$ cat config.mk
export PLATFORM = sky130hd
export DESIGN_NAME = renamer_top
export DESIGN_NICKNAME = d
export VERILOG_FILES = /design/src/rename_pkg.sv /design/src/rename_ifs.sv /design/src/renamer_top.sv /design/src/rename_group.sv /design/src/free_list.sv /design/src/map_table.sv
export SDC_FILE = /design/constraint.sdc
export NUM_CORES = 1
export LEC_CHECK = 0
export BUFFER_PORTS_ARGS = -buffer_cell sky130_fd_sc_hd__buf_2
export CORE_UTILIZATION = 54
export CTS_CLUSTER_SIZE = 25
export DETAILED_ROUTE_END_ITERATION = 8
export HOLD_SLACK_MARGIN = 0.1
export PLACE_DENSITY = 0.74
export SYNTH_ARGS = -nofsm -noshare
export SYNTH_HDL_FRONTEND = slang
export SYNTH_SLANG_ARGS = --single-unit
$ cat constraint.sdc
create_clock -name clk -period 8.9 [get_ports clk]
set_input_delay 2.225 -clock clk [delete_from_list [all_inputs] [get_ports clk]]
set_output_delay 2.225 -clock clk [all_outputs]
set_load 0.03 [all_outputs]
$ cat src/rename_pkg.sv
package rename_pkg;

    // architectural and physical register file sizes
    localparam int arch_regs = 8;
    localparam int arch_w    = 3;
    localparam int phys_regs = 32;
    localparam int preg_w    = 5;

    // lanes per rename group, the bypass logic assumes two
    localparam int group_w = 2;

    localparam int imm_w = 14;
    localparam int uop_w = 24;

    // opcode with no destination write
    localparam logic [3:0] op_nop = 4'd0;

    // one micro-op word, opcode msb set means immediate form
    typedef union packed {
        struct packed {
            logic [3:0]        opcode;
            logic [arch_w-1:0] dst;
            logic [arch_w-1:0] src1;
            logic [arch_w-1:0] src2;
            logic [10:0]       pad;
        } reg_form;
        struct packed {
            logic [3:0]        opcode;
            logic [arch_w-1:0] dst;
            logic [arch_w-1:0] src1;
            logic [imm_w-1:0]  imm;
        } imm_form;
    } micro_op_u;

    // renamed op as handed to the back end
    typedef struct packed {
        logic [3:0]        opcode;
        logic              is_imm;
        logic [preg_w-1:0] dst_preg;
        logic [preg_w-1:0] src1_preg;
        logic              src1_ready;
        logic [preg_w-1:0] src2_preg;
        logic              src2_ready;
        logic [imm_w-1:0]  imm;
    } renamed_op_t;

    // after reset arch reg i sits in phys reg i, which holds a done value
    localparam logic [phys_regs-1:0] reset_done =
        {{(phys_regs - arch_regs){1'b0}}, {arch_regs{1'b1}}};
    localparam logic [phys_regs-1:0] reset_free = ~reset_done;

    function automatic logic [preg_w-1:0] reset_alias(input int unsigned arch);
        return preg_w'(arch);
    endfunction

endpackage
$ cat src/rename_ifs.sv
`timescale 1ns/1ps

// alias lookup and update between the group logic and the map table
interface map_if;
    // sources ordered lane0 src1, lane0 src2, lane1 src1, lane1 src2
    logic [2*rename_pkg::group_w-1:0][rename_pkg::arch_w-1:0] src_idx;
    logic [rename_pkg::group_w-1:0][rename_pkg::arch_w-1:0]   dst_idx;
    logic [rename_pkg::group_w-1:0]                           wr_en;
    logic [rename_pkg::group_w-1:0][rename_pkg::preg_w-1:0]   new_preg;
    logic                                                     update;

    logic [2*rename_pkg::group_w-1:0][rename_pkg::preg_w-1:0] src_preg;
    logic [2*rename_pkg::group_w-1:0]                         src_ready;
    logic [rename_pkg::group_w-1:0][rename_pkg::preg_w-1:0]   old_preg;

    modport lookup (
        output src_idx, dst_idx, wr_en, new_preg, update,
        input  src_preg, src_ready, old_preg
    );

    modport tbl (
        input  src_idx, dst_idx, wr_en, new_preg, update,
        output src_preg, src_ready, old_preg
    );
endinterface

// destination register allocation from the free pool
interface alloc_if;
    logic [1:0]                                             need;
    logic                                                   take;
    logic [rename_pkg::group_w-1:0][rename_pkg::preg_w-1:0] grant_preg;
    logic                                                   enough;

    modport request (output need, take, input grant_preg, enough);

    modport pool (input need, take, output grant_preg, enough);
endinterface

$ cat src/renamer_top.sv
`timescale 1ns/1ps

module renamer_top (
    input  logic                                                   clk,
    input  logic                                                   rst,
    input  logic                                                   in_valid,
    output logic                                                   in_ready,
    input  logic [rename_pkg::group_w*rename_pkg::uop_w-1:0]       in_ops,
    output logic                                                   out_valid,
    input  logic                                                   out_ready,
    output rename_pkg::renamed_op_t [rename_pkg::group_w-1:0]      out_ops,
    output logic [rename_pkg::group_w-1:0][rename_pkg::preg_w-1:0] out_old_preg,
    input  logic                                                   cmplt_valid,
    input  logic [rename_pkg::preg_w-1:0]                          cmplt_preg,
    input  logic                                                   commit_valid,
    input  logic [rename_pkg::preg_w-1:0]                          commit_preg
);

    map_if   map_bus ();
    alloc_if alloc_bus ();

    map_table map0 (
        .clk         (clk),
        .rst         (rst),
        .tbl         (map_bus.tbl),
        .cmplt_valid (cmplt_valid),
        .cmplt_preg  (cmplt_preg)
    );

    free_list free0 (
        .clk          (clk),
        .rst          (rst),
        .pool         (alloc_bus.pool),
        .commit_valid (commit_valid),
        .commit_preg  (commit_preg)
    );

    // lane0 sits in the low half of in_ops
    rename_group group0 (
        .clk          (clk),
        .rst          (rst),
        .lookup       (map_bus.lookup),
        .request      (alloc_bus.request),
        .in_valid     (in_valid),
        .in_ready     (in_ready),
        .in_ops       (in_ops),
        .out_valid    (out_valid),
        .out_ready    (out_ready),
        .out_ops      (out_ops),
        .out_old_preg (out_old_preg)
    );

endmodule

$ cat src/rename_group.sv
`timescale 1ns/1ps

module rename_group (
    input  logic                                                   clk,
    input  logic                                                   rst,
    map_if.lookup                                                  lookup,
    alloc_if.request                                               request,
    input  logic                                                   in_valid,
    output logic                                                   in_ready,
    input  rename_pkg::micro_op_u [rename_pkg::group_w-1:0]        in_ops,
    output logic                                                   out_valid,
    input  logic                                                   out_ready,
    output rename_pkg::renamed_op_t [rename_pkg::group_w-1:0]      out_ops,
    output logic [rename_pkg::group_w-1:0][rename_pkg::preg_w-1:0] out_old_preg
);

    logic                                                   accept;
    logic [rename_pkg::group_w-1:0]                         has_dst;
    logic [rename_pkg::group_w-1:0]                         is_imm;
    logic [rename_pkg::group_w-1:0][rename_pkg::preg_w-1:0] new_preg;
    logic [rename_pkg::group_w-1:0][rename_pkg::preg_w-1:0] s1_preg;
    logic [rename_pkg::group_w-1:0][rename_pkg::preg_w-1:0] s2_preg;
    logic [rename_pkg::group_w-1:0]                         s1_rdy;
    logic [rename_pkg::group_w-1:0]                         s2_rdy;
    logic [rename_pkg::group_w-1:0][rename_pkg::preg_w-1:0] old_next;
    logic                                                   byp_s1;
    logic                                                   byp_s2;
    logic                                                   same_dst;
    rename_pkg::renamed_op_t [rename_pkg::group_w-1:0]      pkt;

    // free a slot when empty or when the held group leaves this cycle
    assign in_ready = (!out_valid || out_ready) && request.enough;
    assign accept   = in_valid && in_ready;

    always_comb begin
        for (int k = 0; k < rename_pkg::group_w; k++) begin
            is_imm[k]  = in_ops[k].reg_form.opcode[3];
            has_dst[k] = in_ops[k].reg_form.opcode != rename_pkg::op_nop;
        end
    end

    assign request.need = {1'b0, has_dst[0]} + {1'b0, has_dst[1]};
    assign request.take = accept;

    // lane1 takes slot 1 only when lane0 already used slot 0
    assign new_preg[0] = request.grant_preg[0];
    assign new_preg[1] = has_dst[0] ? request.grant_preg[1] : request.grant_preg[0];

    always_comb begin
        for (int k = 0; k < rename_pkg::group_w; k++) begin
            lookup.src_idx[2*k]   = in_ops[k].reg_form.src1;
            lookup.src_idx[2*k+1] = in_ops[k].reg_form.src2;
            lookup.dst_idx[k]     = in_ops[k].reg_form.dst;
        end
    end

    assign lookup.wr_en    = has_dst & {rename_pkg::group_w{accept}};
    assign lookup.new_preg = new_preg;
    assign lookup.update   = accept;

    // intra-group dependencies on lane0's destination
    assign byp_s1   = has_dst[0] && in_ops[1].reg_form.src1 == in_ops[0].reg_form.dst;
    assign byp_s2   = has_dst[0] && in_ops[1].reg_form.src2 == in_ops[0].reg_form.dst;
    assign same_dst = has_dst[0] && in_ops[1].reg_form.dst == in_ops[0].reg_form.dst;

    assign s1_preg[0] = lookup.src_preg[0];
    assign s1_rdy[0]  = lookup.src_ready[0];
    assign s2_preg[0] = lookup.src_preg[1];
    assign s2_rdy[0]  = lookup.src_ready[1];
    assign s1_preg[1] = byp_s1 ? new_preg[0] : lookup.src_preg[2];
    assign s1_rdy[1]  = !byp_s1 && lookup.src_ready[2];
    assign s2_preg[1] = byp_s2 ? new_preg[0] : lookup.src_preg[3];
    assign s2_rdy[1]  = !byp_s2 && lookup.src_ready[3];

    always_comb begin
        for (int k = 0; k < rename_pkg::group_w; k++) begin
            pkt[k].opcode     = in_ops[k].reg_form.opcode;
            pkt[k].is_imm     = is_imm[k];
            pkt[k].dst_preg   = has_dst[k] ? new_preg[k] : '0;
            pkt[k].src1_preg  = s1_preg[k];
            pkt[k].src1_ready = s1_rdy[k];
            // immediate form has no second source
            pkt[k].src2_preg  = is_imm[k] ? '0 : s2_preg[k];
            pkt[k].src2_ready = is_imm[k] || s2_rdy[k];
            pkt[k].imm        = is_imm[k] ? in_ops[k].imm_form.imm : '0;
        end
        old_next[0] = has_dst[0] ? lookup.old_preg[0] : '0;
        old_next[1] = !has_dst[1] ? '0 : (same_dst ? new_preg[0] : lookup.old_preg[1]);
    end

    always_ff @(posedge clk) begin
        if (rst) begin
            out_valid <= 1'b0;
        end else if (accept) begin
            out_valid <= 1'b1;
        end else if (out_ready) begin
            out_valid <= 1'b0;
        end
    end

    always_ff @(posedge clk) begin
        if (accept) begin
            out_ops      <= pkt;
            out_old_preg <= old_next;
        end
    end

    // upstream keeps an offered group steady until it is taken
    a_in_hold_until_accept: assert property (
        @(posedge clk) disable iff (rst)
        in_valid && !in_ready |=> in_valid && $stable(in_ops)
    );

endmodule

$ cat src/free_list.sv
`timescale 1ns/1ps

module free_list (
    input  logic                          clk,
    input  logic                          rst,
    alloc_if.pool                         pool,
    input  logic                          commit_valid,
    input  logic [rename_pkg::preg_w-1:0] commit_preg
);

    logic [rename_pkg::phys_regs-1:0] free_q;
    logic [rename_pkg::preg_w-1:0]    first_preg;
    logic [rename_pkg::preg_w-1:0]    second_preg;
    logic                             found_first;
    logic                             found_second;
    logic [rename_pkg::preg_w:0]      free_cnt;

    // priority scan for the two lowest free registers
    always_comb begin
        first_preg   = '0;
        second_preg  = '0;
        found_first  = 1'b0;
        found_second = 1'b0;
        for (int i = 0; i < rename_pkg::phys_regs; i++) begin
            if (free_q[i] && found_first && !found_second) begin
                second_preg  = rename_pkg::preg_w'(i);
                found_second = 1'b1;
            end
            if (free_q[i] && !found_first) begin
                first_preg  = rename_pkg::preg_w'(i);
                found_first = 1'b1;
            end
        end
    end

    assign free_cnt = ($bits(free_cnt))'($countones(free_q));

    assign pool.grant_preg[0] = first_preg;
    assign pool.grant_preg[1] = second_preg;
    assign pool.enough        = free_cnt >= ($bits(free_cnt))'(pool.need);

    always_ff @(posedge clk) begin
        if (rst) begin
            free_q <= rename_pkg::reset_free;
        end else begin
            if (pool.take && pool.need != 2'd0) begin
                free_q[first_preg] <= 1'b0;
            end
            if (pool.take && pool.need == 2'd2) begin
                free_q[second_preg] <= 1'b0;
            end
            // released register shows up in the scan next cycle
            if (commit_valid) begin
                free_q[commit_preg] <= 1'b1;
            end
        end
    end

    a_commit_not_free: assert property (
        @(posedge clk) disable iff (rst)
        commit_valid |-> !free_q[commit_preg]
    );

    a_commit_after_reset: assert property (
        @(posedge clk)
        $past(rst) && !rst && commit_valid |->
            commit_preg >= rename_pkg::preg_w'(rename_pkg::arch_regs)
    );

endmodule

$ cat src/map_table.sv
`timescale 1ns/1ps

module map_table (
    input  logic                          clk,
    input  logic                          rst,
    map_if.tbl                            tbl,
    input  logic                          cmplt_valid,
    input  logic [rename_pkg::preg_w-1:0] cmplt_preg
);

    // current alias per architectural register
    logic [rename_pkg::preg_w-1:0]    alias_tbl [rename_pkg::arch_regs];
    // value present flag per physical register
    logic [rename_pkg::phys_regs-1:0] done_q;

    // combinational lookups, a completion in this cycle counts as ready
    always_comb begin
        for (int k = 0; k < 2 * rename_pkg::group_w; k++) begin
            tbl.src_preg[k]  = alias_tbl[tbl.src_idx[k]];
            tbl.src_ready[k] = done_q[alias_tbl[tbl.src_idx[k]]] |
                               (cmplt_valid && cmplt_preg == alias_tbl[tbl.src_idx[k]]);
        end
        for (int k = 0; k < rename_pkg::group_w; k++) begin
            tbl.old_preg[k] = alias_tbl[tbl.dst_idx[k]];
        end
    end

    always_ff @(posedge clk) begin
        if (rst) begin
            for (int i = 0; i < rename_pkg::arch_regs; i++) begin
                alias_tbl[i] <= rename_pkg::reset_alias(i);
            end
            done_q <= rename_pkg::reset_done;
        end else begin
            if (cmplt_valid) begin
                done_q[cmplt_preg] <= 1'b1;
            end
            // lanes applied in order so the younger lane wins on a shared dst
            if (tbl.update) begin
                for (int k = 0; k < rename_pkg::group_w; k++) begin
                    if (tbl.wr_en[k]) begin
                        alias_tbl[tbl.dst_idx[k]] <= tbl.new_preg[k];
                        done_q[tbl.new_preg[k]]   <= 1'b0;
                    end
                end
            end
        end
    end

    // a register handed out by the free list cannot complete in the same cycle
    a_no_cmplt_on_alloc: assert property (
        @(posedge clk) disable iff (rst)
        cmplt_valid && tbl.update |->
            !(tbl.wr_en[0] && tbl.new_preg[0] == cmplt_preg) &&
            !(tbl.wr_en[1] && tbl.new_preg[1] == cmplt_preg)
    );

endmodule

==> Word-level counts from Yosys, hierarchy flattened <==
Memories as Yosys holds them, arrays and structs flattened. A register that Yosys moved wholly into a read port is not among the register bits.
Cells that the tools add are included.
{ "word_totals": {"reg_bits": 142, "mem_bits_rw": 40, "in_bits": 64, "memories": 1} }
{ "op_classes": {"eq_ne": 8, "muxes": 175, "bitwise_logic": 14, "magnitude_cmp": 15, "addsub": 32, "n_reduce_logical": 184} }
{ "mem_list": {"columns": ["name", "words", "word_bits", "read_ports", "rd_clocked_by_memory_dff", "wr", "line_no", "source"], "rows": [
  ["map0.alias_tbl", 8, 5, 6, 1, 8, "map_table.sv:12", "logic [rename_pkg::preg_w-1:0] alias_tbl [rename_pkg::arch_regs];"]
]} }
{ "op_table": {"columns": ["op", "n"], "rows": [
  ["$mux 32", 12],
  ["$mux 5", 52],
  ["$and 32x32->32", 4],
  ["$logic_and 1x1->1", 110],
  ["$not 32->32", 3],
  ["$add 6x6->6", 15],
  ["$mux 1", 86],
  ["$logic_not 1->1", 65],
  ["$or 32x32->32", 2],
  ["$lt 5x6->1 const B", 9],
  ["$add 1x1->2", 17],
  ["$mux 4", 8],
  ["$demux 1 s5", 5],
  ["$ge 5x1->1 const B", 5],
  ["$bmux 1 s5", 4],
  ["$eq 5x5->1", 4],
  ["$mux 3", 6],
  ["$reduce_or 5->1", 2],
  ["$eq 3x3->1", 3],
  ["$reduce_bool 4->1", 2],
  ["$ge 6x2->1", 1],
  ["$mux 2", 2],
  ["$or 1x1->1", 4],
  ["$reduce_bool 2->1", 2],
  ["other kinds (3)", 5]
]} }

==> Depth between registers and ports, before layout <==
Gate-level depths: netlist of run 1.
{ "logic_depth": {"depth_word": 107, "depth_mapped": 22, "depth_no_buf": 22} }

==> Hierarchy <==
Synthesis of run 1 repeated with hierarchy kept, for this count alone.
{ "unflattened": {"hier_cells": 1450, "area_unflattened_um2": 14675.3} }
{ "modules_own_cells": {"columns": ["mod", "cells_per_inst", "area_per_inst_um2", "instances"], "rows": [
  ["map_table", 643, 6905.4, 1],
  ["free_list", 577, 4247.8, 1],
  ["rename_group", 230, 3522.1, 1]
]} }

==> Worst setup path after synthesis of run 1 <==
OpenSTA, ideal clock, no wires.
{ "synth_timing": {"path_kind": "reg-to-reg", "startpoint": "register free0.free_q[25] (netlist name)", "endpoint": "memory map0.alias_tbl[6][0] (netlist name) (enable)", "stages_incl_launch_ff": 21, "n_path_buf": 0, "setup_ns": 0.357, "slack_ns": 0.637, "t_arrival_ns": 7.906, "required_time_ns": 8.543, "path_cell_list": "dfxtp_1 -> ha_1 -> inv_1 -> fa_1 -> inv_1 -> fa_1 -> fa_1 -> fa_1 -> fa_1 -> ha_1 -> inv_1 -> fa_1 -> or4b_2 -> a2111oi_0 -> a21oi_1 -> nand2_1 -> inv_1 -> nand2_1 -> nor3_1 -> nand3_1 -> o211ai_1"} }
{ "synth_lines": {"columns": ["element", "line_no", "source"], "rows": [
  ["from (decl)", "free_list.sv:11", "logic [rename_pkg::phys_regs-1:0] free_q;"],
  ["from (signal assigned)", "free_list.sv:44", "free_q <= rename_pkg::reset_free;"],
  ["to (decl)", "map_table.sv:12", null]
]} }

==> Final worst setup path of run 1 <==
{ "layout_timing": {"startpoint": "register free0.free_q[5] (netlist name)", "endpoint": "output port in_ready"} }
{ "layout_via": {"elab_chain_cells": 7} }
{ "layout_lines": {"columns": ["element", "line_no", "source"], "rows": [
  ["$add 1x1->2 (implied by the code)", "free_list.sv:36", "assign free_cnt = ($bits(free_cnt))'($countones(free_q));"],
  ["$add 6x6->6 (implied by the code) (4 in series)", "free_list.sv:36", null],
  ["$ge 6x2->1", "free_list.sv:40", "assign pool.enough = free_cnt >= ($bits(free_cnt))'(pool.need);"],
  ["$logic_and 1x1->1", "rename_group.sv:32", "assign in_ready = (!out_valid || out_ready) && request.enough;"],
  ["to (decl)", "renamer_top.sv:7", "output logic in_ready,"]
]} }
Every way passes these cells.

==> parameters.txt, run 1 <==
Parameter                              Value

Timing
  Max transition margin    0.186
  RSZ-0062 raised after global routing    no
  Worst clock skew    15.3 ps
  Share of the clock period used by the worst path after layout    0.938
  # setup viols final    0
  Post-route worst hold slack    525 ps
  Worst Max-Slew Pin Slew    1210 ps
  Final critical path time including I/O delays and setup    8350 ps
  Final Hold Viols    0
  Setup TNS    0 ps
  Final setup margin    554 ps
  Number of max-slew violations in the final report    0
  Timing-limited maximum frequency    120 MHz

Placement
  HPWL after DPL    35.1 mm
  Post-Place Worst Slack    1050 ps
  Placed Instances    1892
  Gpl congestion    0.966
  Count of buffers from port buffering    147

Floorplanning
  Chip Width    165 um
  I/O pin count    148
  Area of the core region    26000 um^2
  Number of rows created at floorplan    59
  Die height    165 um
  Starting density of the core    0.550
  Die Outline Area    27100 um^2

Yosys
  Mapped Area    14300 um^2
  Synthesized area per cell    9.54 um^2
  Top cells by area in the synthesized netlist    sky130_fd_sc_hd__edfxtp_1 25%, sky130_fd_sc_hd__mux4_2 9.9%, sky130_fd_sc_hd__dfxtp_1 9.1%
  Yosys reg bits    185
  Cell accounting for the most synthesized area    sky130_fd_sc_hd__edfxtp_1
  Warnings from Yosys    0
  Fraction of registers with async set/reset    0
  Area share of the largest cell type after synthesis    0.252
  Gate count of the mapped netlist    1498
  Number of enable flip-flop cells after synthesis    120
  Main flop type after synthesis    sky130_fd_sc_hd__edfxtp_1
  Number of distinct library cells after synthesis    87
  Sequential share of the synthesized area    0.343
  Net Count, Synth    1618

Cells and area
  Footprint of the multi-input gates    8690 um^2
  Number of nets in the final layout    1696
  Synthesis-to-finish area growth    10.3%
  Fraction of layout instances using a drive strength above 1    0.199
  Total of fill cells in the finished design    2243
  Total area of sequential cells    4900 um^2
  Post-Layout Cell Count    1924
  Antenna diode instance count    0

Global route
  Tot GR Track Use    0.354
  Maximum number of pins on one net before global-route repair    83
  Total congestion overflow    0
  Global-route wire length before repair    72.1 mm
  Number of global-route vias before repair    12231
  Number of antenna violations at the first check in global routing    0

Drt
  Detailed-route vias per instance    6.88
  Post-detailed-route wirelength per cell    24.8 um
  First-pass iteration count of the detailed router    7
  Violation count after the first detailed-routing iteration    1718
  Final wirelength    47.7 mm
  Via count of the routed design    13236
  # DRC    0
  Final ANT Viol Nets    0

Clock network
  Clock tree from TritonCTS    built
  H-tree depth    4
  Clock network latency to the later pin of the worst-skew pair    450 ps
  Clock edge transition at the registers on the reported setup and hold paths    80 ps
  Clk root buf    sky130_fd_sc_hd__clkbuf_16
  Number of gates given a new drive strength after cts    0
  Post-CTS repair timing setup buffer count    0
  TritonCTS Buffers    17
  Number of hold buffers added after cts    0
  TritonCTS sink count    185
  Largest buffer count on any clock path    2

Worst setup path
  Critical Path Start Type    flip-flop
  Critical Path AT    6120 ps
  Critical Path Start    free0.free_q[5]$_SDFF_PP0_
  Launch instance of the worst register-to-register path    free0.free_q[5]$_SDFF_PP0_
  Crit path capture type    primary output
  List of cells traversed by the critical path    ha_1, inv_1, fa_1, inv_1, fa_1, fa_1, fa_1, fa_1, ha_1, inv_1, fa_1, or4b_2, a2111oi_0, a21oi_1, buf_2
  Family with the most delay on the worst path    adder cells
  Worst path most repeated cell    sky130_fd_sc_hd__fa_1
  Worst setup path class    reg -> out
  Logic depth of the worst path, buffers included    15
  Delay of the slowest cell on the worst path    710 ps
  Crit path max-delay cell type    sky130_fd_sc_hd__dfxtp_1
  Biggest fanout along the worst timing path    18
  FF-to-FF path depth    20
  Worst EP required    6680 ps
  Worst path buffer plus inverter count    4

Min path
  Min-Delay Path Class    reg -> reg
  Hold path depth    2
  Hold path startpoint    free0.free_q[0]$_SDFF_PP0_

Status
  Status    finished clean

Pwr
  Tot Pwr    2.47 mW
  Static Leakage    5.98 nW
  Power Density    157 nW/um^2
  IR Drop Worst-Case VDD    0.118 mV

Job
  Count of max-cap constraint violations    0
[power breakdown]
group	total, mW	leakage (nW)	switching, mW	internal, mW
registers	1.01	1.69	0.0404	0.970
clock network	0.759	0.269	0.391	0.368
logic	0.703	4.02	0.448	0.255
total	2.47	5.98	0.880	1.59
[worst register-to-register path: stages, from the launching register on]
cell                        delay [ps]
sky130_fd_sc_hd__dfxtp_1           710
sky130_fd_sc_hd__ha_1              260
sky130_fd_sc_hd__inv_1              50
sky130_fd_sc_hd__fa_1              520
sky130_fd_sc_hd__inv_1              60
sky130_fd_sc_hd__fa_1              500
sky130_fd_sc_hd__fa_1              600
sky130_fd_sc_hd__fa_1              480
sky130_fd_sc_hd__fa_1              550
sky130_fd_sc_hd__ha_1              170
sky130_fd_sc_hd__inv_1              50
sky130_fd_sc_hd__fa_1              470
sky130_fd_sc_hd__or4b_2            570
sky130_fd_sc_hd__a2111oi_0         350
sky130_fd_sc_hd__a21oi_1           140
sky130_fd_sc_hd__nand2_1           180
sky130_fd_sc_hd__clkinv_2          100
sky130_fd_sc_hd__buf_4             380
sky130_fd_sc_hd__nand2b_1          860
sky130_fd_sc_hd__o221ai_1          260
sky130_fd_sc_hd__a21oi_1           180
[kinds of logic after synthesis]
logic type	after synthesis	share of synthesized area
AO/OA/AOI/OAI	392	0.177
buffers and inverters	182	0.0499
flip-flops	185	0.343
multiplexers	149	0.161
XOR/XNOR	35	0.0215
adder cells (fa/ha/maj)	64	0.0683
AND/OR/NAND/NOR	491	0.179
[synthesized netlist by cell type (11+ instances only)]
master,instances
sky130_fd_sc_hd__a211oi_1,37
sky130_fd_sc_hd__a21oi_1,128
sky130_fd_sc_hd__a31oi_1,11
sky130_fd_sc_hd__and2_1,32
sky130_fd_sc_hd__clkbuf_1,93
sky130_fd_sc_hd__dfxtp_1,65
sky130_fd_sc_hd__edfxtp_1,120
sky130_fd_sc_hd__fa_1,26
sky130_fd_sc_hd__ha_1,30
sky130_fd_sc_hd__inv_1,68
sky130_fd_sc_hd__mux2_2,12
sky130_fd_sc_hd__mux2i_1,74
sky130_fd_sc_hd__mux4_2,63
sky130_fd_sc_hd__nand2_1,95
sky130_fd_sc_hd__nand3_1,43
sky130_fd_sc_hd__nand4_1,14
sky130_fd_sc_hd__nor2_1,132
sky130_fd_sc_hd__nor2b_1,34
sky130_fd_sc_hd__nor3_1,34
sky130_fd_sc_hd__nor3b_1,13
sky130_fd_sc_hd__nor4_1,18
sky130_fd_sc_hd__o211ai_1,20
sky130_fd_sc_hd__o21ai_0,60
sky130_fd_sc_hd__o221ai_1,18
sky130_fd_sc_hd__o22ai_1,33
sky130_fd_sc_hd__o31ai_1,14
sky130_fd_sc_hd__or3_1,11
sky130_fd_sc_hd__xnor2_1,21
sky130_fd_sc_hd__xor2_1,14
[stage by stage]
step           area, um^2   util
3_5_place_dp        15200  0.585
4_1_cts             15800  0.606
2_1_floorplan       14300      -
3_3_place_gp        15200  0.585
5_1_grt             15800  0.606
6_report            15800  0.606
[final cells by class]
class                           instances  area share
Multi-Input combinational cell       1131       0.552
Sequential cell                       185       0.311
Timing Repair Buffer                  171      0.0581
Clock buffer                           17      0.0270
Tap cell                              335      0.0266
Inverter                               70      0.0168
Clock inverter                         15     0.00834
[metal layers]
layer | global-route usage | vias to the layer above | part of all wire
li1 | - | 5824 | -
met1 | 0.482 | 6223 | 0.39
met2 | 0.537 | 1034 | 0.44
met3 | 0.0841 | 155 | 0.13
met4 | 0.153 | 0 | 0.041
met5 | 0 | - | 0
[layout by cell type (no fill, tap or decap), drive strengths merged, types with 10 or more instances in the layout]
master,count
a211oi,37
a21oi,129
a22oi,10
a31oi,11
and2,33
and3,10
buf,171
clkbuf,17
dfxtp,65
edfxtp,120
fa,26
ha,30
inv,73
mux2,12
mux2i,74
mux4,63
nand2,95
nand3,43
nand4,14
nor2,133
nor2b,36
nor3,35
nor3b,14
nor4,21
o211ai,20
o21ai,60
o221ai,18
o22ai,33
o31ai,15
or3,11
or4,11
xnor2,21
xor2,14
[final timing paths]
path                                end  slack, ps
max                            in_ready        550
min          free0.free_q[0]$_SDFF_PP0_        530
max reg2reg  free0.free_q[6]$_SDFF_PP0_       1380
min reg2reg  free0.free_q[0]$_SDFF_PP0_        530
[sequential cells by signal, summed over array words and instances (netlist names)]
| signal | flops |
|---|---|
| group0.out_old_preg | 10 |
| group0.out_ops | 70 |
| map0.done_q | 32 |
| free0.free_q | 32 |
| group0.out_valid | 1 |
| map0.alias_tbl | 40 |
No activity file was read; power rests on OpenSTA's default activity.
==> run 2, diff against run 1 <==
==> constraint.sdc (replaced) <==
create_clock -name clk -period 7.73 [get_ports clk]
set_input_delay 1.9325 -clock clk [delete_from_list [all_inputs] [get_ports clk]]
set_output_delay 1.9325 -clock clk [all_outputs]
set_load 0.03 [all_outputs]
==> parameters.txt, run 2 (synthesis results as in run 1) <==
Parameter                              Value

Drt
  Via count of the routed design    13266
  Violation count after the first detailed-routing iteration    1852
  Detailed-route vias per instance    6.80
  Post-detailed-route wirelength per cell    24.8 um
  First-pass iteration count of the detailed router    8
  Final wirelength    48.4 mm
  # DRC    0
  Final ANT Viol Nets    0

Timing
  Final Hold Viols    0
  # setup viols final    0
  Worst Max-Slew Pin Slew    1060 ps
  Setup TNS    0 ps
  Final critical path time including I/O delays and setup    7500 ps
  Share of the clock period used by the worst path after layout    0.970
  RSZ-0062 raised after global routing    no
  Max transition margin    0.273
  Timing-limited maximum frequency    133 MHz
  Number of max-slew violations in the final report    0
  Worst clock skew    12.7 ps

Floorplanning
  Starting density of the core    0.550
  Area of the core region    26000 um^2
  I/O pin count    148
  Die Outline Area    27100 um^2
  Number of rows created at floorplan    59
  Die height    165 um
  Chip Width    165 um

Worst setup path
  Critical Path Start Type    flip-flop
  Worst EP required    5800 ps
  Worst setup path class    reg -> out
  Critical Path AT    5560 ps
  Biggest fanout along the worst timing path    9
  Reg-to-reg setup timing slack    960 ps
  Crit path capture type    primary output

Min path
  Min-Delay Path Class    reg -> reg

Cells and area
  Largest regs    group0.out_ops x70, map0.alias_tbl x40
  Flip-flop count of the largest register after layout    70
  Number of nets in the final layout    1724
  Most common library cell in the layout ignoring fill and taps    sky130_fd_sc_hd__buf_2
  Top reg by flops    group0.out_ops
  Synthesis-to-finish area growth    12.1%
  Fraction of layout instances using a drive strength above 1    0.216
  Total of fill cells in the finished design    2183
  Antenna diode instance count    0
  Commonest cells after routing, fill and taps aside    147 x sky130_fd_sc_hd__buf_2, 132 x sky130_fd_sc_hd__nor2_1, 127 x sky130_fd_sc_hd__a21oi_1, 120 x sky130_fd_sc_hd__edfxtp_1, 95 x sky130_fd_sc_hd__nand2_1

Status
  Status    finished clean

Global route
  Maximum number of pins on one net before global-route repair    83
  Number of antenna violations at the first check in global routing    0
  Tot GR Track Use    0.357
  Total congestion overflow    0
  Number of global-route vias before repair    12305
  Global-route wire length before repair    72.5 mm

Clock network
  Largest buffer count on any clock path    2
  H-tree depth    4
  TritonCTS sink count    185
  Post-CTS repair timing setup buffer count    0
  Clk root buf    sky130_fd_sc_hd__clkbuf_16
  Clock tree from TritonCTS    built
  TritonCTS Buffers    17
  Clock network latency to the later pin of the worst-skew pair    450 ps
  Clock edge transition at the registers on the reported setup and hold paths    80 ps
  Number of hold buffers added after cts    0

Pwr
  Tot Pwr    2.88 mW
  Power Density    180 nW/um^2
  IR Drop Worst-Case VDD    0.208 mV
  Static Leakage    6.13 nW

Placement
  Count of buffers from port buffering    147
  Gpl congestion    0.969
  HPWL after DPL    35.8 mm

Job
  Count of max-cap constraint violations    0
-- run 2: worst max-delay path: stages (launching register included) --
cell	delay, ps
sky130_fd_sc_hd__dfxtp_4	400
sky130_fd_sc_hd__ha_1	150
sky130_fd_sc_hd__inv_1	50
sky130_fd_sc_hd__fa_1	550
sky130_fd_sc_hd__inv_1	60
sky130_fd_sc_hd__fa_1	480
sky130_fd_sc_hd__fa_1	590
sky130_fd_sc_hd__fa_1	460
sky130_fd_sc_hd__fa_1	550
sky130_fd_sc_hd__ha_1	160
sky130_fd_sc_hd__inv_1	50
sky130_fd_sc_hd__fa_1	460
sky130_fd_sc_hd__or4b_2	630
sky130_fd_sc_hd__a2111oi_4	240
sky130_fd_sc_hd__a21oi_2	100
sky130_fd_sc_hd__buf_2	180
-- run 2: metrics by stage --
step	hold slack [ps]	cell area [um^2]	util	worst slack (ps)	instances
final	547	16000	0.616	234	1952
after global routing	587	16000	0.616	33.2	1952
after CTS	543	16000	0.616	0.178	1952
after detailed placement	532	15400	0.593	304	1920
after global placement	507	15400	0.593	319	1920
after floorplan	474	14300	-	9.51	1498
-- run 2: final timing paths --
| path | startpoint | to | depth (start not counted) |
|---|---|---|---|
| setup reg to reg | free0.free_q[25]$_SDFF_PP1_ | map0.alias_tbl[1][0]$_DFFE_PP_ | 21 |
| hold / removal | free0.free_q[0]$_SDFF_PP0_ | free0.free_q[0]$_SDFF_PP0_ | 2 |
| setup / recovery | free0.free_q[25]$_SDFF_PP1_ | in_ready | 15 |
| hold reg to reg | free0.free_q[0]$_SDFF_PP0_ | free0.free_q[0]$_SDFF_PP0_ | 2 |
-- run 2: area by class of cell --
| cell class | instances | area, um^2 | share of cell area |
|---|---|---|---|
| multi-input combinational | 1131 | 8720 | 0.545 |
| sequential | 185 | 4910 | 0.307 |
| timing repair buffer | 199 | 1130 | 0.0703 |
| clock buffer | 17 | 425 | 0.0266 |
| tap | 335 | 419 | 0.0262 |
| inverter | 70 | 267 | 0.0166 |
| clock inverter | 15 | 144 | 0.00899 |
-- run 2: layer usage --
metal	GRT usage	vias up	wire length, um
li1	-	5885	-
met1	0.478	6292	19200
met2	0.553	929	21700
met3	0.0821	160	5580
met4	0.157	0	1940
met5	0	-	0
-- run 2: where the power goes --
| group | leakage, nW | internal (mW) | switching, mW | total (mW) |
|---|---|---|---|---|
| clock | 0.285 | 0.433 | 0.458 | 0.891 |
| sequential | 1.69 | 1.12 | 0.0367 | 1.15 |
| combinational | 4.15 | 0.299 | 0.533 | 0.831 |
| total | 6.13 | 1.85 | 1.03 | 2.88 |
-- run 2: timing repair --
action	CTS	global route
pin swaps	0	2
endpoints found under the setup margin	1	1
resized for setup	3	4
